==> src/lsu_config.svh <==
`ifndef LSU_CONFIG_SVH
`define LSU_CONFIG_SVH

// row geometry, int8 elements
`define LSU_ROW_BYTES 16
`define LSU_ROW_W 128

// matrix unit result array
`define LSU_MXU_ROWS 16
`define LSU_POS_W 4

// on-chip row memories
`define LSU_NUM_BANKS 3
`define LSU_SRAM_DEPTH 256
`define LSU_SRAM_AW 8

// instruction fields
`define LSU_NUM_W 8
`define LSU_LEN_W 3

// AXI write side
`define LSU_DRAM_AW 31
`define LSU_AXI_DW 64
`define LSU_AXI_LEN_W 8
`define LSU_AXI_SIZE_W 3
`define LSU_BRESP_W 2

// size code for 8-byte beats
`define LSU_AXI_SIZE 3'd3

`endif

==> src/lsu_pkg.sv <==
`default_nettype none

`include "lsu_config.svh"

package lsu_pkg;

    // store target, decoded from the instruction
    typedef enum logic [1:0] {
        st_iram = 2'd0,
        st_wram = 2'd1,
        st_oram = 2'd2,
        st_dram = 2'd3
    } lsu_op_e;

    typedef enum logic [1:0] {
        iram = 2'd0,
        wram = 2'd1,
        oram = 2'd2
    } sram_bank_e;

    // len is a code, 2^len bytes starting at start_x
    typedef struct packed {
        lsu_op_e                 op;
        logic [`LSU_DRAM_AW-1:0] dram_addr;
        logic [`LSU_NUM_W-1:0]   num;
        logic [`LSU_LEN_W-1:0]   len;
        logic [`LSU_POS_W-1:0]   start_x;
        logic [`LSU_POS_W-1:0]   start_y;
        logic [`LSU_SRAM_AW-1:0] sram_row;
        sram_bank_e              src_bank;
    } lsu_instr_t;

    typedef logic [`LSU_MXU_ROWS-1:0][`LSU_ROW_W-1:0] mxu_rows_t;

    typedef struct packed {
        logic                      en;
        sram_bank_e                bank;
        logic [`LSU_SRAM_AW-1:0]   addr;
        logic [`LSU_ROW_BYTES-1:0] be;
        logic [`LSU_ROW_W-1:0]     data;
    } sram_wr_t;

    typedef struct packed {
        logic                    en;
        sram_bank_e              bank;
        logic [`LSU_SRAM_AW-1:0] addr;
    } sram_rd_t;

    typedef struct packed {
        logic [`LSU_DRAM_AW-1:0]    addr;
        logic [`LSU_AXI_LEN_W-1:0]  len;
        logic [`LSU_AXI_SIZE_W-1:0] size;
    } axi_aw_t;

    typedef struct packed {
        logic [`LSU_AXI_DW-1:0] data;
        logic                   last;
    } axi_w_t;

endpackage

`default_nettype wire

==> src/lsu_ctrl.sv <==
`timescale 1ns/1ps
`default_nettype none

module lsu_ctrl import lsu_pkg::*; (
    input  wire             clk,
    input  wire             rst_n,
    input  wire             idu_vld,
    input  wire lsu_instr_t idu_instr,
    output logic            idu_rdy,
    output lsu_instr_t      instr,
    output logic            accept,
    output logic            mxu_start,
    output logic            dram_start,
    input  wire             mxu_done,
    input  wire             dram_done
);

    logic busy;
    logic is_dram;
    logic finish;

    // one instruction in flight at a time
    assign idu_rdy = ~busy;
    assign accept  = idu_vld & idu_rdy;
    assign finish  = mxu_done | dram_done;

    // decode the target once, at acceptance
    assign is_dram = (idu_instr.op == st_dram);

    always_ff @(posedge clk or negedge rst_n) begin
        if (!rst_n) begin
            busy <= 1'b0;
        end else if (accept) begin
            busy <= 1'b1;
        end else if (finish) begin
            busy <= 1'b0;
        end
    end

    // start pulses land with the held instruction
    always_ff @(posedge clk or negedge rst_n) begin
        if (!rst_n) begin
            mxu_start  <= 1'b0;
            dram_start <= 1'b0;
        end else begin
            mxu_start  <= accept & ~is_dram;
            dram_start <= accept & is_dram;
        end
    end

    always_ff @(posedge clk) begin
        if (accept) begin
            instr <= idu_instr;
        end
    end

endmodule

`default_nettype wire

==> config.mk <==
export PLATFORM = sky130hd
export DESIGN_NAME = lsu_ctrl
export DESIGN_NICKNAME = d
export VERILOG_FILES = /design/src/lsu_pkg.sv /design/src/lsu_ctrl.sv
export VERILOG_INCLUDE_DIRS = /design/src
export SDC_FILE = /design/constraint.sdc
export NUM_CORES = 1
export LEC_CHECK = 0
export BUFFER_PORTS_ARGS = -buffer_cell sky130_fd_sc_hd__buf_2
export CORE_ASPECT_RATIO = 1.5
export CORE_MARGIN = 1.5
export CORE_UTILIZATION = 46
export CTS_BUF_LIST = sky130_fd_sc_hd__clkbuf_8
export DETAILED_ROUTE_END_ITERATION = 6
export MAX_ROUTING_LAYER = met4
export PLACE_DENSITY = 0.89
export SETUP_SLACK_MARGIN = 0.2
export SYNTH_ARGS = -nofsm -noshare
export SYNTH_HDL_FRONTEND = slang
export SYNTH_SLANG_ARGS = --single-unit
export TNS_END_PERCENT = 5
==> constraint.sdc <==
create_clock -name clk -period 4.6 [get_ports clk]
set_input_delay 0.23 -clock clk [delete_from_list [all_inputs] [get_ports clk]]
set_output_delay 0.23 -clock clk [all_outputs]
set_load 0.01 [all_outputs]
==> flow_metrics.tcl, run 1 <==
set metrics [dict create \
    status "finished, final reports clean" \
    ant_nets 0 \
    holdBufCountCts 1 \
    antenna_found_initial 0 \
    synthCells 71 \
    ys_seq_area_frac 0.9767 \
    timing.rr.end "instr[25]" \
    power.leakage_nw 1.293 \
    clk_pin_slew_ns 0.06 \
    grt_max_degree 42 \
    rsz0062_at_grt "false" \
    hp-class "in2reg" \
    irDropWorstVdd_v 0.0003449 \
    drive_gt1_frac 0.6561 \
    fmax_ghz 0.5263 \
    portBuffers 132 \
    drt-pass1-iter-count 4 \
    ys_warn_count 0 \
    cp-end-kind "register" \
    min_from "idu_instr[29]" \
    reg2reg_from "busy" \
    worstSetupEndpoint "instr[25]" \
    synth_seq_cells 65 \
    final_util 0.6900 \
    worstMarginPinSlew_ns 0.6590 \
    slew_violations 0 \
    routedWlPerCell_um 14.93 \
    die_x_um 56.61 \
    tritoncts "done" \
    crit_fanout 41 \
    slew_headroom 0.5597 \
    grt_pass1_wl_um 5671 \
    fillerInstances 300 \
    cts_buffer_depth 2 \
    fin_nets 283 \
    finalCritPeriodShare 0.4131 \
    skew_ns 0.003187 \
    regToRegSetupSlack_ns 2.70 \
    antenna_cells 0 \
    grt_use_total 0.1780 \
    vias 1206 \
    cts_setup_buffers 0 \
    initial_core_util 0.4753 \
    cts.sinks 65 \
    cts-root-buf "clkbuf_8" \
    worst-setup-path-type "reg2reg" \
    vias_per_cell 4.517 \
    p_per_area_nw_per_um2 411.2 \
    crit_required_ns 4.56 \
    synthDistinctLibCells 8 \
    crit_start "busy" \
    synthesis.area_um2 1983 \
    synthToLayoutAreaGrowth_pct 45.17 \
    insertion_delay_ns 0.32 \
    io_pins 133 \
    cts_buffers 9 \
    arrival_ns 1.86 \
    die_area_um2 4722 \
    reg2reg_depth 2 \
    finalSetupViolCount 0 \
    drtIter0Drc 24 \
    final_hold_viol_count 0 \
    rows 29 \
    gp_congestion 0.6941 \
    htree_num_levels 3 \
    core_area_um2 4173 \
    routed_wl_um 3986 \
    cp-start-kind "register" \
    finalSetupTns_ns 0 \
    remaining_drc_errors 0 \
    overflow 0 \
    grt_pass1_vias 1290 \
    die_y_um 83.42 \
    fin_crit_ns 1.900 \
    cap_violations 0 \
    syn-num-nets 138 \
    avgSynthCellArea_um2 27.93 \
    ctsResizeCount 0 \
]
==> routing by layer <==
layer,GRT usage,vias to the layer above,share of wire
met3,0.05296,13,0.078
met1,0.1488,550,0.30
li1,-,571,-
met4,0.1429,0,0.035
met5,-,-,0
met2,0.3076,72,0.59
==> sequential cells by signal, indices dropped and copies added, names as in the netlist <==
register    count
instr          62
busy            1
dram_start      1
mxu_start       1
==> Yosys cell counts <==
master,count,share of area
edfxtp_1,62,0.94
dfrtp_1,3,0.038
a21boi_2,1,0.0057
a21o_1,1,0.0038
and3_1,1,0.0032
inv_1,1,0.0019
nor2_1,1,0.0019
nor2b_4,1,0.0069
==> layout by cell type, fill, tap and decap left out <==
| master | n |
|---|---|
| buf_2 | 132 |
| edfxtp_1 | 62 |
| clkbuf_8 | 10 |
| inv_1 | 7 |
| dfrtp_1 | 3 |
| nor2b_4 | 1 |
| a21boi_2 | 1 |
| and3_1 | 1 |
| nor2_1 | 1 |
| a21o_1 | 1 |
| dlygate4sd3_1 | 1 |
| buf_4 | 1 |
==> critical path: stages (launching register included) <==
cell     delay (ns)
dfrtp_1        0.42
nor2b_4        0.55
buf_4          0.55
==> cells by family (layout without fill, tap and decap cells) <==
family / Yosys count / in the layout / share of synthesized area
flip-flops: 65 / 65 / 0.9767
AND/OR/NAND/NOR: 3 / 3 / 0.01199
buffers and inverters: 1 / 151 / 0.001891
AO/OA/AOI/OAI: 2 / 2 / 0.009465
==> per-stage QoR <==
step                instance area, um2  total power, W  setup WS (ns)  cells  hold WS [ns]
floorplan                         1983       0.0007556          2.771     71      -0.06559
global placement                  2709       0.0008169          2.761    250       0.02823
detailed placement                2709       0.0008229          2.714    250       0.03085
CTS                               2879        0.001199          2.702    267       0.06456
global route                      2879        0.001228          2.586    267       0.06178
finish                            2879        0.001184          2.700    267       0.08329
==> layout make-up <==
type | count | area (um2) | area share
Inverter | 1 | 3.754 | 0.001304
Clock buffer | 10 | 137.6 | 0.04781
Clock inverter | 6 | 22.52 | 0.007823
Timing Repair Buffer | 134 | 678.2 | 0.2355
Multi-Input combinational cell | 5 | 42.54 | 0.01478
Sequential cell | 65 | 1937 | 0.6728
Tap cell | 46 | 57.56 | 0.01999
==> worst min path at each step <==
stage	end	slack (ns)	depth (start not counted)
after floorplan	busy	-0.07	0
after global placement	busy	0.03	1
after detailed placement	busy	0.03	1
after CTS	instr[7]	0.06	1
after global routing	instr[54]	0.06	1
final	instr[29]	0.08	1
==> report_power, final <==
| part | total, W | switching, W | leakage [nW] | internal (W) |
|---|---|---|---|---|
| registers | 0.000705 | 0.00000950 | 0.627 | 0.000695 |
| clock network | 0.000374 | 0.000175 | 0.104 | 0.000198 |
| logic | 0.000105 | 0.0000588 | 0.562 | 0.0000464 |
Power figures use the tool's default switching activity.
==> run 2: changes to the inputs <==
--- a/config.mk
+++ b/config.mk
@@ -6,14 +6,15 @@
 export SDC_FILE = /design/constraint.sdc
 export NUM_CORES = 1
 export LEC_CHECK = 0
+export ABC_AREA = 1
 export BUFFER_PORTS_ARGS = -buffer_cell sky130_fd_sc_hd__buf_2
 export CORE_ASPECT_RATIO = 1.5
 export CORE_MARGIN = 1.5
-export CORE_UTILIZATION = 46
+export CORE_UTILIZATION = 38
 export CTS_BUF_LIST = sky130_fd_sc_hd__clkbuf_8
 export DETAILED_ROUTE_END_ITERATION = 6
 export MAX_ROUTING_LAYER = met4
-export PLACE_DENSITY = 0.89
+export PLACE_DENSITY = 0.79
 export SETUP_SLACK_MARGIN = 0.2
 export SYNTH_ARGS = -nofsm -noshare
 export SYNTH_HDL_FRONTEND = slang
==> constraint.sdc (replaced) <==
create_clock -name clk -period 1.6 [get_ports clk]
set_input_delay 0.08 -clock clk [delete_from_list [all_inputs] [get_ports clk]]
set_output_delay 0.08 -clock clk [all_outputs]
set_load 0.01 [all_outputs]
==> run 2 against run 1 <==
  * Sequential power rose to 2.9 times the previous value
  * Combinational power rose to 4.8 times the previous value
  * Maximum frequency rose by 42%
  * Hold slack got worse by 0.043 ns
  * Clock power rose to 3.3 times the previous value
  * Via count rose by 25%
  * Critical endpoint is now instr[35]
  * Highest routed layer unchanged
==> flow_metrics.tcl, run 2 <==
set metrics [dict create \
    fin_nets 361 \
    post-place-ws_ns 0.4479 \
    final_hold_viol_count 0 \
    cts_buffer_depth 2 \
    ctsResizeCount 0 \
    synth_ff_type "edfxtp_1" \
    ant_nets 0 \
    layout_commonest_cell "buf_2" \
    synthDistinctLibCells 8 \
    detailed_place_hpwl_um 3044 \
    path_cells "inv_2, nand2_4, clkinvlp_4, buf_4, bufbuf_16" \
    grt_use_total 0.2072 \
    synth-edff-count 62 \
    path_buf_inv 4 \
    syn-num-nets 142 \
    remaining_drc_errors 0 \
    crit_required_ns 1.63 \
    die_y_um 91.40 \
    synthArstFlopShare 0.04615 \
    grt_pass1_vias 1592 \
    synth_top_area_share 0.9406 \
    grt_max_degree 33 \
    final_util 0.7266 \
    grt_pass1_wl_um 7741 \
    insertion_delay_ns 0.32 \
    synthToLayoutAreaGrowth_pct 86.66 \
    overflow 0 \
    arrival_ns 1.37 \
    finalCritPeriodShare 0.8348 \
    synth_top_cell_by_area "edfxtp_1" \
    die_x_um 61.93 \
    yosysMostFrequentCell "edfxtp_1" \
    cp-end-kind "register" \
    p_per_area_nw_per_um2 1018 \
    finalSetupViolCount 0 \
    ys_seq_area_frac 0.9785 \
    synthesis.area_um2 1979 \
    core_area_um2 5085 \
    synthCells 75 \
    regMostFlops "instr" \
    cts_buffers 9 \
    gp_congestion 0.6717 \
    tritoncts "done" \
    clk_pin_slew_ns 0.06 \
    total_power_w 0.003760 \
    slew_violations 0 \
    mostFrequentLayoutCells "buf_2, dlygate4sd3_1, edfxtp_1" \
    cp_top_family "buffers and inverters" \
    placed_area_um2 2774 \
    synth_seq_cells 65 \
    vias 1511 \
    largest_reg_flops 62 \
    htree_num_levels 3 \
    die_area_um2 5660 \
    drtIter0Drc 32 \
    rsz0062_at_grt "false" \
    slew_headroom 0.8885 \
    crit_fanout 15 \
    cap_violations 0 \
    status "finished, final reports clean" \
    drt-pass1-iter-count 4 \
    hp-class "in2reg" \
    crit_path_top_delay_cell "dfrtp_1" \
    portBuffers 132 \
    fin_crit_ns 1.336 \
    io_pins 133 \
    initial_core_util 0.3893 \
    power.leakage_nw 1.627 \
    skew_ns 0.004518 \
    cts.sinks 65 \
    synth_area_leaders "edfxtp_1, dfrtp_1, nand2_1" \
    antenna_found_initial 0 \
    fin_ws_ns 0.2643 \
    slowest_delay_ns 0.40 \
    rows 32 \
    cp-start-kind "register" \
    fmax_ghz 0.7487 \
    worstMarginPinSlew_ns 0.1673 \
    cts-root-buf "clkbuf_8" \
    routedWlPerCell_um 14.84 \
    vias_per_cell 4.117 \
    drive_gt1_frac 0.5284 \
    routed_wl_um 5447 \
    ys_warn_count 0 \
    antenna_cells 0 \
    irDropWorstVdd_v 0.0008264 \
    fin_area_um2 3695 \
    yosys-top-cells-count "edfxtp_1, dfrtp_1, nand2_1, inv_1, nor2_1" \
    avgSynthCellArea_um2 26.39 \
    worst-setup-path-type "reg2reg" \
]
## run 2: changes by cell type in the layout (fill, tap and decap cells not counted), sizes merged, moves of 2 or more
cell         before  now
buf             133  142
nor2              1    3
nand2             0    4
clkinv            0    4
inv               7    4
dlygate4sd3       1   65
## run 2: per-stage QoR
stage                     setup TNS, ns  cells  hold slack (ns)
after floorplan                  -12.49     75          -0.2156
after global placement                0    277          -0.1213
after detailed placement              0    277          -0.1196
after CTS                             0    360          0.01296
after global routing                  0    367          0.01864
final                                 0    367          0.04049
## run 2: path summary, 6_finish.rpt
kind	startpoint	to	slack, ns	cells after the start
min in group asynchronous	rst_n	dram_start	0.09	2
max reg2reg	busy	instr[35]	0.26	5
max	busy	instr[35]	0.26	5
min	idu_vld	busy	0.04	3
min reg2reg	busy	busy	0.54	2
max in group asynchronous	rst_n	busy	1.40	2
## run 2: area by class of cell
class	count	area, um2
Inverter	3	15.01
Multi-Input combinational cell	7	36.28
Clock buffer	9	123.9
Tap cell	68	85.08
Sequential cell	65	1937
Timing Repair Buffer	208	1444
Clock inverter	7	53.80
Fill cell	321	1390
## run 2: worst reg2reg max path, delay by kind of cell (launching register included)
| kind | cells | cell delay (ns) |
|---|---|---|
| buffers and inverters | 4 | 0.59 |
| DFF | 1 | 0.40 |
| and+or+nand+nor | 1 | 0.07 |
## run 2: where the power goes
group | internal [W] | switching (W) | total [W] | leakage, nW
Sequential | 0.00200 | 0.0000282 | 0.00203 | 0.627
Clock | 0.000689 | 0.000544 | 0.00123 | 0.0981
Combinational | 0.000285 | 0.000215 | 0.000500 | 0.902
## run 2: logic make-up (layout without fill, tap and decap cells)
kind of cell,Yosys count,after routing,synth area share
flip-flops,65,65,0.9785
AND/OR/NAND/NOR,7,7,0.01581
buffers and inverters,3,227,0.005689
## run 2: timing repair
action / 4_1_cts / 5_1_grt
hold buffers: 65 / 0
cloned: 1 / 0
endpoints found under the hold margin: 67 / 0
setup buffers: 1 / 7
endpoints found under the setup margin: 1 / 1
## run 2: routing by layer
layer  vias up  wire (um)  track usage
li1        727          -            -
met1       709       1756       0.1988
met2        65       3305       0.3658
met3        10        253      0.05271
met4         0        131      0.09397
met5         -          0            -
