[src/lsu_config.svh]
`ifndef LSU_CONFIG_SVH
`define LSU_CONFIG_SVH

// row geometry, int8 elements
`define LSU_ROW_BYTES 16
`define LSU_ROW_W 128

// matrix unit result array
`define LSU_MXU_ROWS 16
`define LSU_POS_W 4

// on-chip row memories
`define LSU_NUM_BANKS 3
`define LSU_SRAM_DEPTH 256
`define LSU_SRAM_AW 8

// instruction fields
`define LSU_NUM_W 8
`define LSU_LEN_W 3

// AXI write side
`define LSU_DRAM_AW 31
`define LSU_AXI_DW 64
`define LSU_AXI_LEN_W 8
`define LSU_AXI_SIZE_W 3
`define LSU_BRESP_W 2

// size code for 8-byte beats
`define LSU_AXI_SIZE 3'd3

`endif

[src/lsu_pkg.sv]
`default_nettype none

`include "lsu_config.svh"

package lsu_pkg;

    // store target, decoded from the instruction
    typedef enum logic [1:0] {
        st_iram = 2'd0,
        st_wram = 2'd1,
        st_oram = 2'd2,
        st_dram = 2'd3
    } lsu_op_e;

    typedef enum logic [1:0] {
        iram = 2'd0,
        wram = 2'd1,
        oram = 2'd2
    } sram_bank_e;

    // len is a code, 2^len bytes starting at start_x
    typedef struct packed {
        lsu_op_e                 op;
        logic [`LSU_DRAM_AW-1:0] dram_addr;
        logic [`LSU_NUM_W-1:0]   num;
        logic [`LSU_LEN_W-1:0]   len;
        logic [`LSU_POS_W-1:0]   start_x;
        logic [`LSU_POS_W-1:0]   start_y;
        logic [`LSU_SRAM_AW-1:0] sram_row;
        sram_bank_e              src_bank;
    } lsu_instr_t;

    typedef logic [`LSU_MXU_ROWS-1:0][`LSU_ROW_W-1:0] mxu_rows_t;

    typedef struct packed {
        logic                      en;
        sram_bank_e                bank;
        logic [`LSU_SRAM_AW-1:0]   addr;
        logic [`LSU_ROW_BYTES-1:0] be;
        logic [`LSU_ROW_W-1:0]     data;
    } sram_wr_t;

    typedef struct packed {
        logic                    en;
        sram_bank_e              bank;
        logic [`LSU_SRAM_AW-1:0] addr;
    } sram_rd_t;

    typedef struct packed {
        logic [`LSU_DRAM_AW-1:0]    addr;
        logic [`LSU_AXI_LEN_W-1:0]  len;
        logic [`LSU_AXI_SIZE_W-1:0] size;
    } axi_aw_t;

    typedef struct packed {
        logic [`LSU_AXI_DW-1:0] data;
        logic                   last;
    } axi_w_t;

endpackage

`default_nettype wire

[src/lsu_dram_store.sv]
`timescale 1ns/1ps
`default_nettype none

`include "lsu_config.svh"

module lsu_dram_store import lsu_pkg::*; (
    input  wire                    clk,
    input  wire                    rst_n,
    input  wire                    start,
    input  wire lsu_instr_t        instr,
    input  wire                    err_clr,
    output sram_rd_t               sram_rd,
    input  wire [`LSU_ROW_W-1:0]   rd_data,
    output axi_aw_t                aw,
    output logic                   awvld,
    input  wire                    awrdy,
    output axi_w_t                 w,
    output logic                   wvld,
    input  wire                    wrdy,
    input  wire                    bvld,
    input  wire [`LSU_BRESP_W-1:0] bresp,
    output logic                   brdy,
    output logic                   st_err,
    output logic                   done
);

    typedef enum logic [1:0] {
        s_idle,
        s_addr,
        s_data,
        s_resp
    } state_e;

    state_e                     state;
    logic [`LSU_ROW_W-1:0]      hold;
    logic                       hold_vld;
    logic                       hi;
    logic                       pend;
    logic [`LSU_NUM_W-1:0]      reads_left;
    logic [`LSU_AXI_LEN_W-1:0]  beats_left;
    logic [`LSU_SRAM_AW-1:0]    rd_addr;
    logic [`LSU_AXI_LEN_W-1:0]  aw_len;
    logic                       beat_take;
    logic                       rd_issue;
    logic                       load;

    // two beats per row, num of 128 wraps to 255
    assign aw_len = {instr.num[`LSU_NUM_W-2:0], 1'b0} - 1'b1;

    assign aw.addr = instr.dram_addr;
    assign aw.len  = aw_len;
    assign aw.size = `LSU_AXI_SIZE;
    assign awvld   = (state == s_addr);

    assign wvld      = (state == s_data) & hold_vld;
    assign w.data    = hi ? hold[`LSU_ROW_W-1 -: `LSU_AXI_DW] : hold[`LSU_AXI_DW-1:0];
    assign w.last    = (beats_left == '0);
    assign beat_take = wvld & wrdy;

    assign brdy = (state == s_resp);
    assign done = brdy & bvld;

    // first read at start, the rest when a low beat leaves
    assign rd_issue     = start | (beat_take & ~hi & (reads_left != '0));
    assign sram_rd.en   = rd_issue;
    assign sram_rd.bank = instr.src_bank;
    assign sram_rd.addr = start ? instr.sram_row : rd_addr;

    // rd_data holds its row until the next read, so the
    // refill can wait for the high beat to go
    assign load = pend & (~hold_vld | (beat_take & hi));

    always_ff @(posedge clk or negedge rst_n) begin
        if (!rst_n) begin
            state <= s_idle;
        end else begin
            case (state)
                s_idle: begin
                    if (start) begin
                        state <= s_addr;
                    end
                end
                s_addr: begin
                    if (awrdy) begin
                        state <= s_data;
                    end
                end
                s_data: begin
                    if (beat_take && w.last) begin
                        state <= s_resp;
                    end
                end
                s_resp: begin
                    if (bvld) begin
                        state <= s_idle;
                    end
                end
                default: state <= s_idle;
            endcase
        end
    end

    always_ff @(posedge clk or negedge rst_n) begin
        if (!rst_n) begin
            hold_vld   <= 1'b0;
            hi         <= 1'b0;
            pend       <= 1'b0;
            reads_left <= '0;
            beats_left <= '0;
            rd_addr    <= '0;
        end else if (start) begin
            hold_vld   <= 1'b0;
            hi         <= 1'b0;
            pend       <= 1'b1;
            reads_left <= instr.num - 1'b1;
            beats_left <= aw_len;
            rd_addr    <= instr.sram_row + 1'b1;
        end else begin
            if (rd_issue) begin
                pend       <= 1'b1;
                reads_left <= reads_left - 1'b1;
                rd_addr    <= rd_addr + 1'b1;
            end else if (load) begin
                pend <= 1'b0;
            end
            if (load) begin
                hold_vld <= 1'b1;
            end else if (beat_take && hi) begin
                hold_vld <= 1'b0;
            end
            if (beat_take) begin
                hi         <= ~hi;
                beats_left <= beats_left - 1'b1;
            end
        end
    end

    always_ff @(posedge clk) begin
        if (load) begin
            hold <= rd_data;
        end
    end

    // error sticks until the next instruction is taken
    always_ff @(posedge clk or negedge rst_n) begin
        if (!rst_n) begin
            st_err <= 1'b0;
        end else if (err_clr) begin
            st_err <= 1'b0;
        end else if (done && (bresp != '0)) begin
            st_err <= 1'b1;
        end
    end

endmodule

`default_nettype wire

[config.mk]
export PLATFORM = sky130hd
export DESIGN_NAME = lsu_dram_store
export DESIGN_NICKNAME = d
export VERILOG_FILES = /design/src/lsu_pkg.sv /design/src/lsu_dram_store.sv
export VERILOG_INCLUDE_DIRS = /design/src
export SDC_FILE = /design/constraint.sdc
export NUM_CORES = 1
export LEC_CHECK = 0
export ABC_AREA = 1
export BUFFER_PORTS_ARGS = -buffer_cell sky130_fd_sc_hd__buf_2
export CORE_AREA = 2 2 125 127
export DETAILED_ROUTE_END_ITERATION = 10
export DIE_AREA = 0 0 127 129
export PLACE_DENSITY = 0.81
export SLEW_MARGIN = 40
export SYNTH_ARGS = -nofsm -noshare
export SYNTH_HDL_FRONTEND = slang
export SYNTH_SLANG_ARGS = --single-unit
[constraint.sdc]
create_clock -name clk -period 17.95 [get_ports clk]
set_input_delay 0.8975 -clock clk [delete_from_list [all_inputs] [get_ports clk]]
set_output_delay 0.8975 -clock clk [all_outputs]
set_load 0.01 [all_outputs]
==> results.py, run 1 <==
metrics = {
    "global_route": {
        "grt_pass1_wl_um": 24600,
        "grt_overflow": 0,
        "grt_usage_pct": 19.8,
        "antenna_found_initial": 0,
        "grt_max_degree": 84,
        "grt_pass1_vias": 5032,
    },
    "sta": {
        "finalSetupViolCount": 0,
        "rsz0062_at_grt": "no",
        "max-slew-margin-rel_pct": 51.3,
        "slew_violations": 0,
        "tns_ps": 0,
        "worst_pin_slew_ps": 731,
        "setup_ws_ps": 14540,
        "hold_ws_ps": 478,
        "fin_crit_ps": 3410,
        "clock_skew_ps": 8.64,
        "finalHoldViolCount": 0,
        "fin_crit_sh_pct": 19.0,
        "timing.fmax_mhz": 293,
    },
    "synth": {
        "synth_fa_ha_area_share_pct": 1.75,
        "netlist_area_mm2": 0.00714,
        "ys_seq_area_share_pct": 64.4,
        "syn-instance-count": 704,
        "ys.warnings.count": 0,
        "ys_ff_latch": 158,
        "synthMuxAreaShare_pct": 0,
        "yosys.area_share.simple_pct": 21.8,
        "synth_top_family_by_area": "simple AND/OR/NAND/NOR gates",
        "synth_compound_area_share_pct": 2.56,
        "syn_avg_cell_area_um2": 10.1,
        "synth_xor_area_share_pct": 0.982,
        "ys_types": 32,
    },
    "pwr": {
        "p_clk_share_pct": 35.4,
        "ir_drop_mv": 0.0886,
        "switchingPower_uw": 297,
        "leakagePower_uw": 0.00425,
        "p_int_uw": 730,
        "pwr_density_cell_mw_per_mm2": 116,
        "seq_power_share_pct": 45.3,
        "p_total_uw": 1030,
        "swShare_pct": 28.9,
        "pwr-share-comb_pct": 19.3,
    },
    "setup_path": {
        "critical-path-max-stage-delay_ps": 610,
        "r2r-start": "state[0]",
        "path_buf_inv": 4,
        "r2r_slack_ps": 14540,
        "arrival_ps": 3460,
        "crit_path_end_kind": "flip-flop",
        "timing.rr.end": "hold[22]",
        "cp_common_cell": "inv_1",
        "cp-start-kind": "flip-flop",
        "cp.required_ps": 18000,
        "cp_top_family": "buffers and inverters",
        "critical_path_class": "flip-flop to flip-flop",
        "critPathMaxFanout": 83,
        "slowest_stage": "buf_6",
        "worstPathCellList": "inv_1 -> ha_1 -> nand3_1 -> o21ai_0 -> inv_1 -> nor2_4 -> buf_4 -> buf_6",
        "r2r_cells": 8,
    },
    "finish": {
        "area_growth_pct": 23.5,
        "antenna-diode-count": 0,
        "drive_above_1_share_pct": 33.3,
        "fin_util_pct": 58.9,
        "fillCellCount": 1220,
        "final_nets": 1116,
    },
    "route": {
        "wl_per_cell_um": 14.8,
        "drc": 0,
        "wl_met2_um": 8110,
        "viasPerCell": 4.81,
        "drt_pre_antenna_iters": 5,
        "met3RoutedLength_um": 1400,
        "wl_met1_um": 6270,
        "via_count": 5326,
        "detail-route-antenna-nets": 0,
        "drt_iter0_drc": 292,
        "routed_wl_um": 16400,
        "routed.top_layer": "met4",
    },
    "clock_network": {
        "cts_root_buffer": "clkbuf_16",
        "path_clk_slew_ps": 60,
        "numClockSinks": 158,
        "cts_buffer_depth": 2,
        "htree_levels": 4,
        "cts_buffers": 17,
        "ctsResizeCount": 0,
        "worstSkewPairLatency_ps": 420,
        "tritoncts": "built",
        "cts_post_setup_buffers_inserted": 0,
        "hold_buffers": 0,
    },
    "placement": {
        "pre_cts_slack_ps": 14310,
        "place.detailed.hpwl_um": 11600,
        "port_buffers": 238,
        "place_congestion": 0.868,
    },
    "floorplan": {
        "die_x_um": 127,
        "dieHeight_um": 129,
        "pin_count": 322,
        "rows": 45,
        "initial_core_util_pct": 47.7,
        "core_area_mm2": 0.0150,
        "die_area_mm2": 0.0164,
    },
    "hold_path": {
        "hp-class": "flip-flop to flip-flop",
        "holdPathStages": 2,
        "min_from": "rd_addr[1]",
        "min_to": "rd_addr[1]",
    },
    "job": {
        "drv_cap": 0,
    },
    "run_status": {
        "status": "completed",
    },
}
[worst max-delay path by stage]
stage                     startpoint  depth (start not counted)  slack (ps)   endpoint
after floorplan                 wrdy                          4       10650    hold[0]
after global placement          wrdy                          7       14150   hold[64]
after detailed placement        wrdy                          7       14310   hold[14]
after CTS                   state[0]                          8       14500  hold[104]
after global routing        state[0]                          8       14170    hold[1]
final                       state[0]                          8       14540   hold[22]
[sequential cells by signal, indices dropped and copies added (netlist names)]
register / flops
hold: 128
beats_left: 8
rd_addr: 8
reads_left: 8
state: 2
hi: 1
hold_vld: 1
pend: 1
st_err: 1
[power groups by stage]
stage / sequential (µW) / combinational [µW] / clock, µW
after floorplan: 475 / 129 / 0
after global placement: 471 / 193 / 0
after detailed placement: 472 / 199 / 0
after CTS: 465 / 200 / 368
after global routing: 469 / 223 / 383
final: 465 / 198 / 364
[per-layer routing]
metal	vias up	GRT usage (%)
met5	-	0
met4	0	10.7
met3	54	7.57
met2	223	33.6
met1	2414	21.7
li1	2635	-
[cells in the final DEF (no fill, tap or decap), drive strengths merged]
cell      synthesis  routed
a21oi             7       7
and3              1       1
buf              47     242
bufinv            0       2
clkbuf           13      18
clkinv            0       3
clkinvlp          0       2
conb              2       4
dfrtp            30      30
edfxtp          128     128
ha               10      10
inv              53      60
nand2           321     321
nand3            26      26
nand3b            2       2
nand4             3       3
nor2             25      25
nor3              1       1
o21ai            21      21
o21bai            1       1
o221ai            2       2
o22ai             1       1
or2               2       2
xor2              8       8
[area by class of cell]
| cell class | count | area (µm²) | share of cell area [%] |
|---|---|---|---|
| Inverter | 53 | 199 | 2.26 |
| Clock buffer | 18 | 429 | 4.87 |
| Timing Repair Buffer | 242 | 1220 | 13.9 |
| Tap cell | 188 | 235 | 2.67 |
| Clock inverter | 14 | 173 | 1.96 |
| Multi-Input combinational cell | 435 | 1960 | 22.2 |
| Sequential cell | 158 | 4600 | 52.1 |
[cell families after synthesis]
| kind of cell | after synthesis |
|---|---|
| DFF | 158 |
| adders and majority gates | 10 |
| buffers and inverters | 113 |
| other | 2 |
| and+or+nand+nor | 381 |
| xor gates and xnor gates | 8 |
| AOI/OAI and AO/OA | 32 |
[metrics by stage]
stage          area, µm²  std cells
5_1_grt             8820       1108
6_report            8820       1108
2_1_floorplan       7140        706
3_5_place_dp        8210       1076
3_3_place_gp        8210       1076
4_1_cts             8820       1108
[worst reg2reg max path: stages (launching register included)]
cell     delay [ps]
dfrtp_1         410
inv_1           120
ha_1            230
nand3_1         210
o21ai_0         360
inv_1           130
nor2_4          470
buf_4           460
buf_6           620
[synth_stat cells]
| cell | n | share of area (%) |
|---|---|---|
| a21oi_1 | 6 | 0.42 |
| nor2_4 | 1 | 0.16 |
| ha_1 | 10 | 1.8 |
| buf_1 | 1 | 0.053 |
| xor2_1 | 8 | 0.98 |
| o221ai_1 | 2 | 0.25 |
| nor2_1 | 19 | 1.0 |
| buf_2 | 4 | 0.28 |
| inv_1 | 51 | 2.7 |
| conb_1 | 2 | 0.11 |
| dfrtp_1 | 30 | 11 |
| nand4_1 | 3 | 0.26 |
| nor2_2 | 5 | 0.44 |
| nor3_1 | 1 | 0.070 |
| inv_2 | 2 | 0.11 |
| clkbuf_1 | 13 | 0.68 |
| nand2_1 | 304 | 16 |
| buf_6 | 3 | 0.47 |
| a21oi_2 | 1 | 0.12 |
| edfxtp_1 | 128 | 54 |
| o22ai_1 | 1 | 0.088 |
| or2_2 | 2 | 0.18 |
| nand2_2 | 15 | 1.3 |
| nand3b_1 | 2 | 0.21 |
| o21ai_1 | 5 | 0.35 |
| o21bai_1 | 1 | 0.11 |
| buf_4 | 39 | 4.1 |
| nand3_1 | 26 | 1.8 |
| o21ai_2 | 2 | 0.25 |
| o21ai_0 | 14 | 0.98 |
| nand2_4 | 2 | 0.32 |
| and3_1 | 1 | 0.088 |
(Power assumes the default switching activity.)
==> run 2, diff against run 1 <==
Settings changed: CORE_AREA 2 2 125 127 to default, CORE_MARGIN from default to 1, CORE_UTILIZATION from default to 43, DIE_AREA 0 0 127 129 to default, PLACE_DENSITY 0.81 to 0.77.
Clock period 17.95 ns to 3.05 ns, I/O delays scaled along.
==> run 2 against run 1 <==
Against the previous run: sequential power grew to 6.0 times the previous value; global-route usage up 4.1 points; power increased to 6.1 times the previous value; non-clock buffer count up 132; largest cell class unchanged; sequential share of layout area fell by 7.2 points; design area rose by 16%; clock-buffer cell count fell by 1; critical path depth shrank 3; die area grew 4.5%; flip-flop and latch count unchanged; combinational power increased to 6.8 times the previous value; clock power rose to 6.0 times the previous value.
==> results.py, run 2 (same netlist as run 1, synthesis figures left out) <==
metrics = {
    "run_status": {
        "status": "completed",
    },
    "pwr": {
        "ir_drop_mv": 0.431,
        "seq_power_share_pct": 43.9,
        "leakagePower_uw": 0.00482,
        "p_clk_share_pct": 34.8,
        "swShare_pct": 30.7,
        "pwr_density_cell_mw_per_mm2": 617,
        "switchingPower_uw": 1940,
        "p_int_uw": 4370,
        "pwr-share-comb_pct": 21.3,
    },
    "clock_network": {
        "worstSkewPairLatency_ps": 440,
        "tritoncts": "built",
        "cts_root_buffer": "clkbuf_16",
        "htree_levels": 4,
        "numClockSinks": 158,
        "cts_buffer_depth": 2,
        "cts_buffers": 17,
        "path_clk_slew_ps": 70,
    },
    "setup_path": {
        "cp-start-kind": "flip-flop",
        "slowest_stage": "dfrtp_2",
        "critical_path_class": "flip-flop to output pin",
        "arrival_ps": 2230,
        "critical-path-max-stage-delay_ps": 570,
        "critPathMaxFanout": 66,
        "path_buf_inv": 3,
        "crit_path_end_kind": "output pin",
        "cp_common_cell": "nand2_1",
        "cp_top_family": "buffers and inverters",
        "cp.required_ps": 2900,
        "worstPathCellList": "inv_2 -> buf_4 -> nand2_1 -> nand2_1 -> buf_2",
    },
    "sta": {
        "finalSetupViolCount": 0,
        "fin_crit_sh_pct": 78.0,
        "finalHoldViolCount": 0,
        "setup_ws_ps": 671,
        "rsz0062_at_grt": "no",
        "tns_ps": 0,
        "worst_pin_slew_ps": 736,
        "fin_crit_ps": 2380,
        "slew_violations": 0,
        "timing.fmax_mhz": 420,
        "clock_skew_ps": 21.0,
        "max-slew-margin-rel_pct": 50.9,
    },
    "global_route": {
        "antenna_found_initial": 0,
        "grt_pass1_wl_um": 30100,
        "grt_max_degree": 79,
        "grt_overflow": 0,
        "grt_usage_pct": 23.9,
        "grt_pass1_vias": 5981,
    },
    "job": {
        "drv_cap": 0,
    },
    "floorplan": {
        "dieHeight_um": 131,
        "die_x_um": 131,
        "initial_core_util_pct": 44.4,
        "core_area_mm2": 0.0161,
        "die_area_mm2": 0.0171,
        "rows": 46,
        "pin_count": 322,
    },
    "route": {
        "routed_wl_um": 20500,
        "viasPerCell": 4.85,
        "detail-route-antenna-nets": 0,
        "wl_per_cell_um": 16.2,
        "drt_pre_antenna_iters": 5,
        "drt_iter0_drc": 312,
        "via_count": 6148,
        "drc": 0,
    },
    "finish": {
        "drive_above_1_share_pct": 29.8,
        "area_growth_pct": 43.2,
        "top_register": "hold",
        "fin_util_pct": 63.7,
        "antenna-diode-count": 0,
        "final_cell_mix": "nand2_1, buf_2, dlygate4sd3_1",
        "largest_register_ff_count": 128,
        "mostFrequentLayoutCell": "nand2_1",
        "final_nets": 1248,
    },
    "placement": {
        "place.detailed.hpwl_um": 11000,
        "place_congestion": 0.876,
        "port_buffers": 238,
        "pre_cts_slack_ps": 939,
    },
    "hold_path": {
        "hp-class": "input pin to flip-flop",
    },
}
run 2: cell type report:
cell class | instances | area [µm²]
clock buffers | 17 | 425
multi-input cells | 435 | 1990
clock inverters | 15 | 190
well taps | 216 | 270
inverters | 53 | 199
fillers | 1184 | 5840
flip-flops and latches | 158 | 4600
repair buffers | 374 | 2550
run 2: worst paths after layout:
kind | startpoint | end | slack (ps) | cells after the start
max in group asynchronous | rst_n | hi | 2530 | 2
min | bresp[0] | st_err | 40 | 3
max reg2reg | state[0] | hold[72] | 930 | 7
min in group asynchronous | rst_n | reads_left[2] | 190 | 2
max | hi | w[37] | 670 | 5
min reg2reg | reads_left[3] | reads_left[3] | 480 | 2
run 2: through the flow:
stage / std cells / total power, µW / area, µm² / hold WS [ps]
after floorplan: 706 / 3550 / 7180 / -143
after global placement: 1106 / 3940 / 8300 / 245
after detailed placement: 1106 / 3970 / 8300 / 249
after CTS: 1268 / 6260 / 10200 / 27.2
after global routing: 1268 / 6580 / 10200 / 104
final: 1268 / 6300 / 10200 / 37.3
run 2: repair_timing:
item                      4_1_cts  5_1_grt
hold endpoints to repair      159        0
gates resized for setup         0        0
hold buffers                  130        0
buffers inserted                0        0
run 2: power by group through the flow:
stage | Sequential [µW] | Combinational (µW) | Clock (µW)
final | 2770 | 1340 | 2190
after global routing | 2790 | 1490 | 2310
after CTS | 2750 | 1320 | 2200
after detailed placement | 2790 | 1180 | 0
after global placement | 2780 | 1150 | 0
after floorplan | 2770 | 779 | 0
run 2: tightest hold or removal path: stages:
cell     delay (ps)
buf_2            70
o21ai_0          60
a21oi_1         130
run 2: routing by layer:
| metal | GRT usage [%] | routed length, µm |
|---|---|---|
| met1 | 26.5 | 7480 |
| met2 | 42.6 | 10700 |
| met3 | 5.58 | 1620 |
| met4 | 12.8 | 745 |
| met5 | 0 | 0 |
